`src/logic/bridge_pkg.sv`:
```
package bridge_pkg;

   // Bus widths
   localparam int unsigned AddrWidth       = 32;
   localparam int unsigned NarrowDataWidth = 32;
   localparam int unsigned WideDataWidth   = 64;

   typedef logic [AddrWidth-1:0]           addr_t;
   typedef logic [NarrowDataWidth-1:0]     narrow_data_t;
   typedef logic [NarrowDataWidth/8-1:0]   narrow_strb_t;
   typedef logic [WideDataWidth-1:0]       wide_data_t;
   typedef logic [WideDataWidth/8-1:0]     wide_strb_t;

   typedef struct packed {
      addr_t        addr;
      logic         write;
      narrow_data_t data;
      narrow_strb_t strb;
   } narrow_req_t;

   typedef struct packed {
      addr_t      addr;
      logic       write;
      wide_data_t data;
      wide_strb_t strb;
   } wide_req_t;

   typedef struct packed {
      narrow_data_t data;
      logic         err;
   } narrow_rsp_t;

   typedef struct packed {
      wide_data_t data;
      logic       err;
   } wide_rsp_t;

   localparam int unsigned DefLogDepth   = 2;
   localparam int unsigned DefSyncStages = 3;
   localparam int unsigned DefMaxPending = 4;

   // Selects the upper 32-bit half of a 64-bit word
   localparam int unsigned LaneBit = 2;

endpackage

```
`src/logic/bus_if.sv`:
```
interface bus_if #(
   parameter type req_t = logic,
   parameter type rsp_t = logic
) ();

   logic req_valid;
   logic req_ready;
   req_t req;

   logic rsp_valid;
   logic rsp_ready;
   rsp_t rsp;

   modport manager (
      output req_valid,
      output req,
      input  req_ready,
      input  rsp_valid,
      input  rsp,
      output rsp_ready
   );

   modport subordinate (
      input  req_valid,
      input  req,
      output req_ready,
      output rsp_valid,
      output rsp,
      input  rsp_ready
   );

endinterface

```
`src/logic/bus_upsizer.sv`:
```
module bus_upsizer
   import bridge_pkg::*;
#(
   parameter int unsigned MaxPending = DefMaxPending
) (
   input logic            clk_i,
   input logic            arst_n_i,
   bus_if.subordinate     slv,
   bus_if.manager         mst
);

   localparam int unsigned PtrWidth = (MaxPending > 1) ? $clog2(MaxPending) : 1;
   localparam int unsigned CntWidth = $clog2(MaxPending + 1);

   logic [MaxPending-1:0] lane_q;
   logic [PtrWidth-1:0]   wr_ptr_q;
   logic [PtrWidth-1:0]   rd_ptr_q;
   logic [CntWidth-1:0]   count_q;
   logic                  full;
   logic                  push;
   logic                  pop;
   logic                  req_upper;
   logic                  rsp_upper;
   wide_req_t             wide_req;
   narrow_rsp_t           narrow_rsp;

   assign full      = (count_q == CntWidth'(MaxPending));
   assign req_upper = slv.req.addr[LaneBit];
   assign rsp_upper = lane_q[rd_ptr_q];

   assign mst.req_valid = slv.req_valid & ~full;
   assign slv.req_ready = mst.req_ready & ~full;
   assign push          = slv.req_valid & slv.req_ready;

   assign slv.rsp_valid = mst.rsp_valid;
   assign mst.rsp_ready = slv.rsp_ready;
   assign pop           = mst.rsp_valid & mst.rsp_ready;

   // Place narrow word and strobe into the addressed lane
   always_comb begin
      wide_req.addr  = slv.req.addr;
      wide_req.write = slv.req.write;
      if (req_upper) begin
         wide_req.data = {slv.req.data, {NarrowDataWidth{1'b0}}};
         wide_req.strb = {slv.req.strb, {(NarrowDataWidth/8){1'b0}}};
      end else begin
         wide_req.data = {{NarrowDataWidth{1'b0}}, slv.req.data};
         wide_req.strb = {{(NarrowDataWidth/8){1'b0}}, slv.req.strb};
      end
   end

   assign mst.req = wide_req;

   always_comb begin
      narrow_rsp.err  = mst.rsp.err;
      narrow_rsp.data = rsp_upper ? mst.rsp.data[WideDataWidth-1:NarrowDataWidth]
                                  : mst.rsp.data[NarrowDataWidth-1:0];
   end

   assign slv.rsp = narrow_rsp;

   // Lane records, oldest first
   always_ff @(posedge clk_i) begin
      if (push) begin
         lane_q[wr_ptr_q] <= req_upper;
      end
   end

   always_ff @(posedge clk_i or negedge arst_n_i) begin
      if (!arst_n_i) begin
         wr_ptr_q <= '0;
         rd_ptr_q <= '0;
         count_q  <= '0;
      end else begin
         if (push) begin
            wr_ptr_q <= (wr_ptr_q == PtrWidth'(MaxPending - 1)) ? '0 : wr_ptr_q + 1'b1;
         end
         if (pop) begin
            rd_ptr_q <= (rd_ptr_q == PtrWidth'(MaxPending - 1)) ? '0 : rd_ptr_q + 1'b1;
         end
         count_q <= count_q + CntWidth'(push) - CntWidth'(pop);
      end
   end

   a_lane_no_overflow: assert property (@(posedge clk_i) disable iff (!arst_n_i)
      count_q <= CntWidth'(MaxPending));

   // A response never arrives without a recorded request
   a_lane_no_underflow: assert property (@(posedge clk_i) disable iff (!arst_n_i)
      pop |-> (count_q != '0));

endmodule

```
`src/logic/bus_isolate.sv`:
```
module bus_isolate
   import bridge_pkg::*;
#(
   parameter int unsigned SyncStages = DefSyncStages,
   parameter int unsigned MaxPending = DefMaxPending
) (
   input logic        clk_i,
   input logic        arst_n_i,
   input logic        isolate_i,
   output logic       isolated_o,
   bus_if.subordinate slv,
   bus_if.manager     mst
);

   localparam int unsigned CntWidth = $clog2(MaxPending + 1);

   logic [SyncStages-1:0] iso_sync_q;
   logic                  isolate_sync;
   logic                  isolated_q;
   logic                  err_pending_q;
   logic [CntWidth-1:0]   pending_q;
   logic                  at_max;
   logic                  pass_en;
   logic                  mst_req_hs;
   logic                  mst_rsp_hs;
   logic                  term_req_hs;
   logic                  term_rsp_hs;
   wide_rsp_t             rsp;

   // Isolate request synchronizer, starts isolated
   always_ff @(posedge clk_i or negedge arst_n_i) begin
      if (!arst_n_i) begin
         iso_sync_q <= '1;
      end else begin
         iso_sync_q <= {iso_sync_q[SyncStages-2:0], isolate_i};
      end
   end

   assign isolate_sync = iso_sync_q[SyncStages-1];

   assign at_max  = (pending_q == CntWidth'(MaxPending));
   assign pass_en = ~isolate_sync & ~isolated_q & ~err_pending_q & ~at_max;

   assign mst.req       = slv.req;
   assign mst.req_valid = slv.req_valid & pass_en;
   assign slv.req_ready = pass_en ? mst.req_ready
                                  : (slv.req_valid & isolated_q & ~err_pending_q);

   // Local error response takes over the response path
   assign slv.rsp_valid = err_pending_q | mst.rsp_valid;
   assign mst.rsp_ready = slv.rsp_ready & ~err_pending_q;

   always_comb begin
      rsp = mst.rsp;
      if (err_pending_q) begin
         rsp.data = '0;
         rsp.err  = 1'b1;
      end
   end

   assign slv.rsp = rsp;

   assign mst_req_hs  = mst.req_valid & mst.req_ready;
   assign mst_rsp_hs  = mst.rsp_valid & mst.rsp_ready;
   assign term_req_hs = slv.req_valid & slv.req_ready & ~pass_en;
   assign term_rsp_hs = err_pending_q & slv.rsp_ready;

   always_ff @(posedge clk_i or negedge arst_n_i) begin
      if (!arst_n_i) begin
         pending_q     <= '0;
         isolated_q    <= 1'b1;
         err_pending_q <= 1'b0;
      end else begin
         pending_q  <= pending_q + CntWidth'(mst_req_hs) - CntWidth'(mst_rsp_hs);
         // Rise once drained, fall as soon as the request is withdrawn
         isolated_q <= isolate_sync & (isolated_q | (pending_q == '0));
         if (term_req_hs) begin
            err_pending_q <= 1'b1;
         end else if (term_rsp_hs) begin
            err_pending_q <= 1'b0;
         end
      end
   end

   assign isolated_o = isolated_q;

   a_pending_bounded: assert property (@(posedge clk_i) disable iff (!arst_n_i)
      (pending_q <= CntWidth'(MaxPending)) && (isolated_q -> (pending_q == '0)));

endmodule

```
`src/logic/cdc_fifo_src.sv`:
```
module cdc_fifo_src
   import bridge_pkg::*;
#(
   parameter type         payload_t  = wide_req_t,
   parameter int unsigned LogDepth   = DefLogDepth,
   parameter int unsigned SyncStages = DefSyncStages
) (
   input logic                            clk_i,
   input logic                            arst_n_i,
   input logic                            valid_i,
   output logic                           ready_o,
   input payload_t                        data_i,
   output payload_t [2**LogDepth-1:0]     async_data_o,
   output logic [LogDepth:0]              async_wptr_o,
   input logic [LogDepth:0]               async_rptr_i
);

   // Full when the pointers differ only in their two top bits
   localparam logic [LogDepth:0] TopMask = (LogDepth + 1)'(3) << (LogDepth - 1);

   payload_t [2**LogDepth-1:0]        mem_q;
   logic [LogDepth:0]                 wptr_bin_q;
   logic [LogDepth:0]                 wptr_gray_q;
   logic [LogDepth:0]                 wptr_bin_next;
   logic [SyncStages-1:0][LogDepth:0] rptr_sync_q;
   logic                              full;
   logic                              push;

   always_ff @(posedge clk_i or negedge arst_n_i) begin
      if (!arst_n_i) begin
         rptr_sync_q <= '0;
      end else begin
         rptr_sync_q <= {rptr_sync_q[SyncStages-2:0], async_rptr_i};
      end
   end

   assign full          = (wptr_gray_q == (rptr_sync_q[SyncStages-1] ^ TopMask));
   assign ready_o       = ~full;
   assign push          = valid_i & ~full;
   assign wptr_bin_next = wptr_bin_q + 1'b1;

   always_ff @(posedge clk_i) begin
      if (push) begin
         mem_q[wptr_bin_q[LogDepth-1:0]] <= data_i;
      end
   end

   always_ff @(posedge clk_i or negedge arst_n_i) begin
      if (!arst_n_i) begin
         wptr_bin_q  <= '0;
         wptr_gray_q <= '0;
      end else if (push) begin
         wptr_bin_q  <= wptr_bin_next;
         wptr_gray_q <= wptr_bin_next ^ (wptr_bin_next >> 1);
      end
   end

   assign async_data_o = mem_q;
   assign async_wptr_o = wptr_gray_q;

   // A request refused while full stays offered until it is written
   a_no_push_full: assert property (@(posedge clk_i) disable iff (!arst_n_i)
      (valid_i && full) |=> (valid_i && $stable(data_i)));

endmodule

```
`src/logic/cdc_fifo_dst.sv`:
```
module cdc_fifo_dst
   import bridge_pkg::*;
#(
   parameter type         payload_t  = wide_rsp_t,
   parameter int unsigned LogDepth   = DefLogDepth,
   parameter int unsigned SyncStages = DefSyncStages
) (
   input logic                            clk_i,
   input logic                            arst_n_i,
   output logic                           valid_o,
   input logic                            ready_i,
   output payload_t                       data_o,
   input payload_t [2**LogDepth-1:0]      async_data_i,
   input logic [LogDepth:0]               async_wptr_i,
   output logic [LogDepth:0]              async_rptr_o
);

   logic [LogDepth:0]                 rptr_bin_q;
   logic [LogDepth:0]                 rptr_gray_q;
   logic [LogDepth:0]                 rptr_bin_next;
   logic [SyncStages-1:0][LogDepth:0] wptr_sync_q;
   logic                              pop;

   always_ff @(posedge clk_i or negedge arst_n_i) begin
      if (!arst_n_i) begin
         wptr_sync_q <= '0;
      end else begin
         wptr_sync_q <= {wptr_sync_q[SyncStages-2:0], async_wptr_i};
      end
   end

   // Not empty while the far writer is ahead
   assign valid_o       = (wptr_sync_q[SyncStages-1] != rptr_gray_q);
   assign data_o        = async_data_i[rptr_bin_q[LogDepth-1:0]];
   assign pop           = valid_o & ready_i;
   assign rptr_bin_next = rptr_bin_q + 1'b1;

   always_ff @(posedge clk_i or negedge arst_n_i) begin
      if (!arst_n_i) begin
         rptr_bin_q  <= '0;
         rptr_gray_q <= '0;
      end else if (pop) begin
         rptr_bin_q  <= rptr_bin_next;
         rptr_gray_q <= rptr_bin_next ^ (rptr_bin_next >> 1);
      end
   end

   assign async_rptr_o = rptr_gray_q;

   // Far side must not overwrite an entry it has not seen popped
   a_data_stable: assert property (@(posedge clk_i) disable iff (!arst_n_i)
      (valid_o && !ready_i) |=> $stable(data_o));

endmodule

```
`src/logic/secure_bus_bridge.sv`:
```
module secure_bus_bridge
   import bridge_pkg::*;
#(
   parameter int unsigned LogDepth   = DefLogDepth,
   parameter int unsigned SyncStages = DefSyncStages,
   parameter int unsigned MaxPending = DefMaxPending
) (
   input logic                          clk_i,
   input logic                          arst_n_i,
   // Narrow bus from the core
   input logic                          req_valid_i,
   output logic                         req_ready_o,
   input addr_t                         req_addr_i,
   input logic                          req_write_i,
   input narrow_data_t                  req_wdata_i,
   input narrow_strb_t                  req_strb_i,
   output logic                         rsp_valid_o,
   input logic                          rsp_ready_i,
   output narrow_data_t                 rsp_rdata_o,
   output logic                         rsp_err_o,
   // Isolation control
   input logic                          isolate_i,
   output logic                         isolated_o,
   // Async port
   output wide_req_t [2**LogDepth-1:0]  async_req_data_o,
   output logic [LogDepth:0]            async_req_wptr_o,
   input logic [LogDepth:0]             async_req_rptr_i,
   input wide_rsp_t [2**LogDepth-1:0]   async_rsp_data_i,
   input logic [LogDepth:0]             async_rsp_wptr_i,
   output logic [LogDepth:0]            async_rsp_rptr_o
);

   bus_if #(.req_t(narrow_req_t), .rsp_t(narrow_rsp_t)) narrow_bus ();
   bus_if #(.req_t(wide_req_t),   .rsp_t(wide_rsp_t))   wide_bus ();
   bus_if #(.req_t(wide_req_t),   .rsp_t(wide_rsp_t))   iso_bus ();

   assign narrow_bus.req_valid = req_valid_i;
   assign narrow_bus.req       = narrow_req_t'{
      addr:  req_addr_i,
      write: req_write_i,
      data:  req_wdata_i,
      strb:  req_strb_i
   };
   assign req_ready_o          = narrow_bus.req_ready;

   assign rsp_valid_o          = narrow_bus.rsp_valid;
   assign rsp_rdata_o          = narrow_bus.rsp.data;
   assign rsp_err_o            = narrow_bus.rsp.err;
   assign narrow_bus.rsp_ready = rsp_ready_i;

   bus_upsizer #(
      .MaxPending ( MaxPending )
   ) u_bus_upsizer (
      .clk_i,
      .arst_n_i,
      .slv ( narrow_bus ),
      .mst ( wide_bus   )
   );

   bus_isolate #(
      .SyncStages ( SyncStages ),
      .MaxPending ( MaxPending )
   ) u_bus_isolate (
      .clk_i,
      .arst_n_i,
      .isolate_i,
      .isolated_o,
      .slv ( wide_bus ),
      .mst ( iso_bus  )
   );

   // Source half of the clock-domain crossing
   cdc_fifo_src #(
      .payload_t  ( wide_req_t ),
      .LogDepth   ( LogDepth   ),
      .SyncStages ( SyncStages )
   ) u_req_fifo (
      .clk_i,
      .arst_n_i,
      .valid_i      ( iso_bus.req_valid ),
      .ready_o      ( iso_bus.req_ready ),
      .data_i       ( iso_bus.req       ),
      .async_data_o ( async_req_data_o  ),
      .async_wptr_o ( async_req_wptr_o  ),
      .async_rptr_i ( async_req_rptr_i  )
   );

   cdc_fifo_dst #(
      .payload_t  ( wide_rsp_t ),
      .LogDepth   ( LogDepth   ),
      .SyncStages ( SyncStages )
   ) u_rsp_fifo (
      .clk_i,
      .arst_n_i,
      .valid_o      ( iso_bus.rsp_valid ),
      .ready_i      ( iso_bus.rsp_ready ),
      .data_o       ( iso_bus.rsp       ),
      .async_data_i ( async_rsp_data_i  ),
      .async_wptr_i ( async_rsp_wptr_i  ),
      .async_rptr_o ( async_rsp_rptr_o  )
   );

endmodule

```
`config.mk`:
```
export PLATFORM = sky130hd
export DESIGN_NAME = secure_bus_bridge
export DESIGN_NICKNAME = d
export VERILOG_FILES = /design/src/logic/bridge_pkg.sv /design/src/logic/bus_if.sv /design/src/logic/bus_upsizer.sv /design/src/logic/bus_isolate.sv /design/src/logic/cdc_fifo_src.sv /design/src/logic/cdc_fifo_dst.sv /design/src/logic/secure_bus_bridge.sv
export SDC_FILE = /design/constraint.sdc
export NUM_CORES = 1
export LEC_CHECK = 0
export ABC_AREA = 1
export ABC_CLOCK_PERIOD_IN_PS = 7880
export BUFFER_PORTS_ARGS = -buffer_cell sky130_fd_sc_hd__buf_2
export CORE_AREA = 2 2 316 318
export CTS_CLUSTER_DIAMETER = 50
export DETAILED_ROUTE_END_ITERATION = 12
export DIE_AREA = 0 0 318 320
export MAX_ROUTING_LAYER = met4
export PLACE_DENSITY_LB_ADDON = 0.2
export SLEW_MARGIN = 20
export SYNTH_ARGS = -nofsm -noshare
export SYNTH_HDL_FRONTEND = slang
export SYNTH_SLANG_ARGS = --single-unit
```
`constraint.sdc`:
```
create_clock -name clk_i -period 7.88 [get_ports clk_i]
set_clock_uncertainty 0.05 [all_clocks]
set_input_delay 0.788 -clock clk_i [delete_from_list [all_inputs] [get_ports clk_i]]
set_output_delay 0.788 -clock clk_i [all_outputs]
set_load 0.01 [all_outputs]
```
==> metrics.md <==
| Metric | Value |
|---|---|
| Status | finished clean |
| DP Wirelength | 54.9 mm |
| Cell Chain, Critical Path | inv_4, buf_4, o21ai_0, o22ai_1, nor2_1, nor2_1, buf_2 |
| Setup repair bufs after CTS | 0 |
| First-pass GRT wire length | 105 mm |
| Clk pwr share | 34.2% |
| Static Leak | 11.0 nW |
| Die Outline Area | 0.102 mm^2 |
| Post-synth EDFFs | 424 |
| Arrival time reported for the critical path endpoint | 3.88 ns |
| Placement row count | 115 |
| Number of distinct standard cells referenced by the synthesized netlist | 29 |
| Share of the clock period used by the worst path | 59.8% |
| Setup violation total in the final timing report | 0 |
| FILL cells | 10400 |
| Final cell utilization of the core | 25.9% |
| Seq cells post-synth | 467 |
| Worst reg2reg path startpoint | u_bus_isolate.err_pending_q |
| Internal power consumption | 5.52 mW |
| Initial antenna violation count | 19 |
| Number of maximum-capacitance constraint violations | 0 |
| Worst path bufs/invs | 3 |
| Average detailed-routed wire length per instance | 21.4 um |
| Cell type group with the largest total delay on the critical path | buffers and inverters |
| Total nets after synthesis | 1699 |
| TritonCTS clock tree | built |
| Fraction of layout instances using a drive strength above 1 | 42.0% |
| Sort of element at the start of the critical path | flop |
| Layout overhead on the synthesized area | 42.8% |
| Crit-path most repeated cell | nor2_1 |
| Worst setup EP type | output pin |
| Clock latency of the later-clocked register in the worst-skew pair | 0.60 ns |
| Peak supply drop | 187 uV |
| Horiz. Die Dim | 318 um |
| Hold_ws | 0.122 ns |
| Number of nets still failing antenna checks after routing | 0 |
| Vias in the first global route | 14300 |
| Share of flip-flops with an asynchronous set or reset after synthesis | 9.21% |
| Vert. Die Dim | 320 um |
| PD cells | 337 mW/mm^2 |
| Portion of total power attributed to sequential cells | 37.1% |
| Initial DRC Count | 775 |
| Effective utilization at floorplan | 18.2% |
| Final RePlAce weighted congestion | 0.885 |
| Portion of total power attributed to combinational logic | 28.7% |
| Number of buffers inserted by port buffering | 801 |
| Number of hold violations in the final report | 0 |
| Fmax | 212 MHz |
| Max-slew headroom | 34.3% |
| Count of H-tree levels built during CTS | 3 |
| Switching fraction of total power | 35.7% |
| Seq/Total Area, Yosys | 77.6% |
| Total of cells resized after clock tree synthesis | 0 |
| Worst Reg2Reg Path Length in Cells | 8 |
| Grt ovf | 0 |
| Area of the core region | 0.0980 mm^2 |
| Total vias in the final route | 13600 |
| Boundary pin count | 802 |
| RSZ-0062 raised after global routing | no |
| RR Endpoint | u_req_fifo.async_data_o[180] |
| Post-route DRC | 0 |
| Avg Synthesized Cell Area | 13.3 um^2 |
| Top flip-flop cell by instance count after synthesis | edfxtp_1 |
| Switching power | 3.06 mW |
| Pin count of the biggest net entering global routing | 103 |
| Buffer depth of the longest clock path | 3 |
| Crit Path Class | reg -> out |
| Most common library cell in the layout ignoring fill and taps | buf_2 |
| Required time at the worst-slack endpoint | 7.04 ns |
| Post-CTS Hold Buffers | 0 |
| Power after layout | 8.58 mW |
| Top library cells by usage in the layout, fill and taps aside | buf_2, edfxtp_1, nand2_1, nor2_1, inv_1 |
| Largest driver fanout on the critical path | 94 |
| Crit path time final | 4.71 ns |
| Num CTS Buffers | 67 |
| Critical Path Max Stage Delay | 0.80 ns |
| Post-Route Setup TNS | 0 ns |
| # nets final | 2515 |
| Clock root cell | clkbuf_16 |
| Worst slew pin tran | 0.986 ns |
| Netlist area before placement | 0.0178 mm^2 |
| Detailed Routing Iterations Pass 1 | 7 |
| Synthesized instance count | 1343 |
| Aggregate routed wire length | 75.1 mm |
| Worst min-delay path class | in -> async |
| Clock Pin Slew Worst Setup and Hold Paths | 0.05 ns |
| Total track usage | 14.7% |
| Max Transition Viols Final | 0 |
| Avg Vias per Cell | 3.87 |
| Clock sink total | 467 |
| Worst-path cell with the longest stage delay | dfrtp_4 |
| Setup slack on the worst flop-to-flop path | 4.33 ns |
| Yosys warns | 0 |
==> sequential cells by signal, indices dropped and copies added (netlist names) <==
name,cells
u_req_fifo.async_data_o,420
u_req_fifo.rptr_sync_q,9
u_rsp_fifo.wptr_sync_q,9
u_bus_upsizer.lane_q,4
u_bus_isolate.iso_sync_q,3
u_bus_isolate.pending_q,3
u_bus_upsizer.count_q,3
u_req_fifo.async_wptr_o,3
u_rsp_fifo.rptr_bin_q,3
u_bus_upsizer.rd_ptr_q,2
u_bus_upsizer.wr_ptr_q,2
u_req_fifo.wptr_bin_q,2
u_rsp_fifo.async_rptr_o,2
u_bus_isolate.err_pending_q,1
u_bus_isolate.isolated_o,1
==> worst register-to-register path, cell delays in order (launching register included) <==
cell and delay [ns]:
dfrtp_1 0.36, inv_2 0.67, nand2_1 0.12, nor2_1 0.17, nand2_1 0.08, nor2_2 0.09, nand2_2 0.30, nor2_4 0.57
buf_12 0.44
==> stage by stage <==
stage / cell area, um^2 / std cells / worst slack, ns
global placement: 23200 / 3377 / 3.79
detailed placement: 23200 / 3377 / 3.69
floorplan: 17800 / 1343 / 1.65
global route: 25400 / 3514 / 2.84
finish: 25400 / 3514 / 3.17
CTS: 25400 / 3499 / 2.98
==> worst max path at each step <==
stage / from / end / cells after the start
floorplan: req_valid_i / u_req_fifo.async_data_o[0] / 5
global placement: u_rsp_fifo.rptr_bin_q[0] / rsp_rdata_o[1] / 9
detailed placement: u_rsp_fifo.rptr_bin_q[0] / rsp_rdata_o[1] / 7
CTS: u_rsp_fifo.rptr_bin_q[0] / rsp_rdata_o[1] / 7
global route: u_rsp_fifo.rptr_bin_q[0] / rsp_rdata_o[1] / 7
finish: u_rsp_fifo.rptr_bin_q[0] / rsp_rdata_o[1] / 7
==> final cells by class <==
class	instances	area, um^2	share of cell area (%)
antenna	15	37.5	0.148
clock buffer	82	1760	6.94
clock inverter	40	452	1.78
inverter	103	389	1.53
multi-input combinational	708	3220	12.7
sequential	467	13800	54.3
tap	1287	1610	6.33
timing repair buffer	812	4130	16.3
==> power by group through the flow <==
stage	logic (mW)	registers (mW)	clock network (mW)
floorplan	1.46	3.28	0
global placement	2.51	3.22	0
detailed placement	2.52	3.23	0
CTS	2.52	3.18	3.03
global route	2.75	3.21	3.13
finish	2.46	3.18	2.93
==> cell families (layout without fill, tap and decap cells) <==
kind of cell               Yosys count  after routing  share of synthesized area (%)
adders and majority gates           16             16                           1.21
buffers and inverters              168           1037                           4.48
and+or+nand+nor                    570            570                           12.7
AOI/OAI and AO/OA                  109            109                           3.39
xor gates and xnor gates            13             13                          0.640
other                                0             15                              0
DFF                                467            467                           77.6
==> per-layer routing <==
layer  part of all wire, %  up-vias  global-route usage, %
met2                    51      585                   25.6
met4                   2.5        0                   4.89
met3                   8.6      105                   5.48
met5                     0        -                      -
met1                    38     6658                   15.3
li1                      -     6257                      -
==> synthesized netlist by cell type (all sizes together), types with 2 or more instances <==
| master | instances | area share (%) |
|---|---|---|
| xor2 | 6 | 0.30 |
| xnor2 | 7 | 0.34 |
| o21ai | 69 | 1.9 |
| dfrtp | 39 | 5.5 |
| nand4 | 7 | 0.25 |
| inv | 103 | 2.2 |
| fa | 2 | 0.22 |
| clkbuf | 16 | 0.34 |
| a21boi | 5 | 0.21 |
| o22ai | 32 | 1.1 |
| nand2 | 311 | 6.6 |
| edfxtp | 424 | 72 |
| nor2 | 177 | 3.7 |
| ha | 14 | 0.98 |
| dfstp | 4 | 0.59 |
| nand3 | 74 | 2.1 |
| buf | 49 | 2.0 |
No activity file was read; power rests on OpenSTA's default activity.
